<file path="src/common/bus_pkg.sv">
// Shared bus definitions for the pipelined-to-flat bus bridge.
// Holds widths, the RAM window base and the request and response structs.

`default_nettype none

package bus_pkg;

    // ~~~~~~~~~~~~~~~~~~~~
    // Bus widths.
    // ~~~~~~~~~~~~~~~~~~~~

    // Byte address width.
    parameter int ADDR_W = 32;
    // Data word width.
    parameter int DATA_W = 32;
    // One byte enable per data byte.
    parameter int BE_W = DATA_W / 8;

    // First byte address of the RAM window.
    parameter logic [ADDR_W-1:0] RAM_BASE = 32'h0000_1000;

    // ~~~~~~~~~~~~~~~~~~~~
    // Request and response.
    // ~~~~~~~~~~~~~~~~~~~~

    // One request, used on the pipelined bus and on the flat bus.
    // Both strobes low means the request is idle.
    typedef struct packed {
        logic              ren;
        logic              wen;
        logic [ADDR_W-1:0] addr;
        logic [BE_W-1:0]   byte_en;
        logic [DATA_W-1:0] wdata;
    } bus_req_t;

    // Response to a request.
    // Busy high stretches the access, error and rdata are valid when it drops.
    typedef struct packed {
        logic              busy;
        logic              error;
        logic [DATA_W-1:0] rdata;
    } bus_rsp_t;

endpackage

`default_nettype wire

</file>
<file path="src/hdl/bus_addr_decode.sv">
// Address decode stage on the flat bus.
// Passes RAM window hits through, answers misses at once with error.

`timescale 1ns/1ps
`default_nettype none

module bus_addr_decode #(
    parameter int RAM_WORDS = 256
) (
    input  bus_pkg::bus_req_t flat_req,
    output bus_pkg::bus_rsp_t flat_rsp,
    output bus_pkg::bus_req_t ram_req,
    input  bus_pkg::bus_rsp_t ram_rsp
);

    import bus_pkg::*;

    // Size of the RAM window in bytes.
    localparam logic [ADDR_W-1:0] WIN_BYTES = ADDR_W'(BE_W * RAM_WORDS);

    // Byte offset into the window.
    logic [ADDR_W-1:0] win_off;
    // Request has a strobe set.
    logic active;
    // Address is aligned and inside the window.
    logic hit;
    // Active request outside the window.
    logic miss;

    // ~~~~~~~~~~~~~~~~~~~~
    // Window check.
    // ~~~~~~~~~~~~~~~~~~~~

    assign win_off = flat_req.addr - RAM_BASE;
    assign active  = flat_req.ren || flat_req.wen;

    // Lower bound, upper bound, word alignment.
    assign hit = (flat_req.addr >= RAM_BASE)
              && (win_off < WIN_BYTES)
              && (flat_req.addr[1:0] == 2'b00);

    assign miss = active && !hit;

    // ~~~~~~~~~~~~~~~~~~~~
    // Routing.
    // ~~~~~~~~~~~~~~~~~~~~

    always_comb begin
        // Address and payload pass through unchanged.
        ram_req = flat_req;
        // A miss never reaches the RAM.
        if (miss) begin
            ram_req.ren = 1'b0;
            ram_req.wen = 1'b0;
        end
    end

    always_comb begin
        if (miss) begin
            // Completes in the same cycle with an error.
            flat_rsp.busy  = 1'b0;
            flat_rsp.error = 1'b1;
            flat_rsp.rdata = '0;
        end else begin
            // Hits and idle cycles see the RAM response.
            flat_rsp = ram_rsp;
        end
    end

endmodule

`default_nettype wire

</file>
<file path="config.mk">
export PLATFORM = sky130hd
export DESIGN_NAME = bus_addr_decode
export DESIGN_NICKNAME = d
export VERILOG_FILES = /design/src/common/bus_pkg.sv /design/src/hdl/bus_addr_decode.sv
export SDC_FILE = /design/constraint.sdc
export NUM_CORES = 1
export LEC_CHECK = 0
export BUFFER_PORTS_ARGS = -buffer_cell sky130_fd_sc_hd__buf_4
export CAP_MARGIN = 30
export CELL_PAD_IN_SITES_DETAIL_PLACEMENT = 1
export CELL_PAD_IN_SITES_GLOBAL_PLACEMENT = 1
export CORE_ASPECT_RATIO = 0.6
export CORE_UTILIZATION = 15
export DETAILED_ROUTE_END_ITERATION = 12
export PLACE_DENSITY = 0.93
export SETUP_SLACK_MARGIN = 0.3
export SKIP_LAST_GASP = 1
export SLEW_MARGIN = 20
export SYNTH_ARGS = -nofsm -noshare
export SYNTH_HDL_FRONTEND = slang
export SYNTH_SLANG_ARGS = --single-unit
</file>
<file path="constraint.sdc">
create_clock -name vclk -period 8.1
set_input_delay 0.81 -clock vclk [all_inputs]
set_output_delay 0.81 -clock vclk [all_outputs]
set_load 0.05 [all_outputs]
</file>
==> summary.txt <==
Power and ir drop
  – Clock share of power: 0%
  – Internal power: 0.0409 mW
  – Sw Share: 61.7%
  – Seq pwr share: 0%
  – PD cells: 72.2 mW/mm²
  – Leakage power: 0.729 nW
  – Maximum VDD drop: 0.0000249 V
  – P_sw: 0.0660 mW
  – Gate power share: 100.0%

Drt
  – Total via count in the routed design: 1074
  – DRT Pass-1 Iters: 2
  – WL/cell: 14.9 µm
  – Starting DRC count in detailed routing: 17
  – DRC Markers: 0
  – ANT nets after route: 0
  – DR vias/cell: 4.04
  – WL final: 3.95 mm

Cells and area
  – Final #Nets: 288
  – Area delta synth->final: 46.2%
  – Final Instance Count excl. Fillers: 266
  – FF+latch area: 0 µm²
  – Final core occ: 23.5%
  – Clock Buffer Count: 0
  – Post-route cell area: 0.00148 mm²
  – Layout cells sized above 1: 72.0%
  – N_diodes: 0
  – FF+latch count: 0
  – Fillers: 775

Global routing
  – Antenna violations before repair: 0
  – Number of global-route vias before repair: 1077
  – Grt total ovfl: 0
  – Global-route wire length before repair: 5.59 mm
  – Gr usage total: 10.0%
  – Largest net degree at the start of global routing: 35

Clock network
  – Post-cts resize count: 0
  – Cts hold-fix bufs: 0
  – Number of post-CTS setup repair buffers: 0

STA
  – Fin crit share: 57.6%
  – Measured slew at the worst slew-check pin: 745 ps
  – Final Hold Fails: 0
  – Slew Limit Fails: 0
  – Final Critical Period: 4670 ps
  – Finish-stage setup viols: 0
  – Worst slew margin: 50.4%
  – F_max: 214 MHz
  – Post-route setup TNS: 0 ps
  – WHS: 1620 ps
  – Unrepaired setup endpoints after global routing: false

Floorplanning
  – Top-level I/O count: 208
  – Site row count: 22
  – Width of the die: 108 µm
  – Die Area: 0.00710 mm²
  – Initial Utilization: 16.1%
  – Die H: 65.7 µm
  – Core Area: 0.00630 mm²

Placement
  – Placed insts: 266
  – Detail Placement HPWL: 3.40 mm
  – Placer Congestion: 0.788
  – Port Buffers: 120
  – DP Area: 0.00148 mm²

Critical path
  – CP Launch Point: flat_req[49]
  – Worst Path Max Fanout: 25
  – Worst endpoint data arrival time: 3860 ps
  – Critical Path End Type: primary output
  – Crit path launch type: input port
  – Worst Path Required: 7290 ps
  – Setup CP Type: input port to primary output
  – Worst setup path end: ram_req[68]

Worst hold path
  – Hold Path Class: input port to primary output
  – Hold Path Depth: 0

Synth
  – Syn_area_per_cell: 7.56 µm²
  – Post-Synthesis Cells: 134
  – Syn Nets: 238
  – Synth Warn #: 0
  – Seq/Total Area, Yosys: 0%
  – Dominant cell type by area after synthesis: buf_4
  – Synth cell types: 22
  – Yosys top cell area share: 50.4%
  – Largest cells by area after synthesis: buf_4 (50%), o21a_1 (24%), buf_6 (3.3%)
  – Syn Std Cell Area: 0.00101 mm²

Run
  – Max-cap violations: 0

Outcome
  – Status: finished, final reports clean
==> placed cells by master, fill, tap and decap left out, drive strengths merged <==
cell type	Yosys	layout
a2111oi	1	1
o41a	1	1
o31ai	1	1
and2	2	2
or3	5	5
nor3	2	2
buf	71	122
or2	1	1
or4	2	2
o21ai	1	1
or3b	1	1
o31a	1	1
nor4	2	2
xor2	1	1
o21a	33	33
nor4b	1	1
nor2	2	2
o21bai	1	1
nand2	1	1
nand4	1	1
==> power by group through the flow <==
| stage | Clock [mW] | Sequential, mW | Combinational (mW) |
|---|---|---|---|
| 6_report | 0 | 0 | 0.107 |
| 3_5_place_dp | 0 | 0 | 0.107 |
| 3_3_place_gp | 0 | 0 | 0.106 |
| 2_1_floorplan | 0 | 0 | 0.126 |
| 5_1_grt | 0 | 0 | 0.111 |
| 4_1_cts | 0 | 0 | 0.108 |
==> metrics by stage <==
step	power, mW	setup WS, ps
after floorplan	0.126	3980
after global placement	0.106	3460
after detailed placement	0.107	3420
after CTS	0.108	3410
after global routing	0.111	3260
final	0.107	3430
==> worst max-delay path, cell delays in order <==
cell	delay, ps
buf_4	120
or3_1	440
or3_1	430
or4_4	540
a2111oi_4	720
buf_4	410
and2_2	200
buf_4	190
==> routing by layer <==
| metal | global-route usage (%) | up-vias | routed length, µm |
|---|---|---|---|
| li1 | - | 490 | - |
| met1 | 12.1 | 504 | 1670 |
| met2 | 17.4 | 74 | 1820 |
| met3 | 3.87 | 6 | 436 |
| met4 | 0.856 | 0 | 34 |
| met5 | 0 | - | 0 |
==> synthesized netlist by cell type <==
cell       number
a2111oi_4       1
and2_2          2
buf_4          68
buf_6           3
clkbuf_1        3
nand2_1         1
nand4_1         1
nor2_1          2
nor3_1          2
nor4_1          2
nor4b_1         1
o21a_1         33
o21ai_0         1
o21bai_1        1
o31a_2          1
o31ai_1         1
o41a_1          1
or2_2           1
or3_1           5
or3b_2          1
or4_4           2
xor2_1          1
==> cell type report <==
cell class                      instances  area [µm²]  share of cell area (%)
Multi-Input combinational cell         60         460                    31.1
Timing Repair Buffer                  122         916                    61.8
Tap cell                               84         105                    7.09
==> cells by family after synthesis <==
| family | share of synthesized area, % |
|---|---|
| buf+inv | 54.8 |
| compound gates | 31.2 |
| simple gates | 13.1 |
| xor+xnor | 0.864 |
==> worst min path at each step <==
stage | end | slack (ps) | from
2_1_floorplan | ram_req[0] | 1790 | flat_req[0]
3_3_place_gp | ram_req[16] | 1620 | flat_req[16]
3_5_place_dp | ram_req[16] | 1620 | flat_req[16]
4_1_cts | ram_req[16] | 1620 | flat_req[16]
5_1_grt | ram_req[12] | 1620 | flat_req[12]
6_report | ram_req[42] | 1620 | flat_req[42]
No activity file was read; power rests on OpenSTA's default activity.
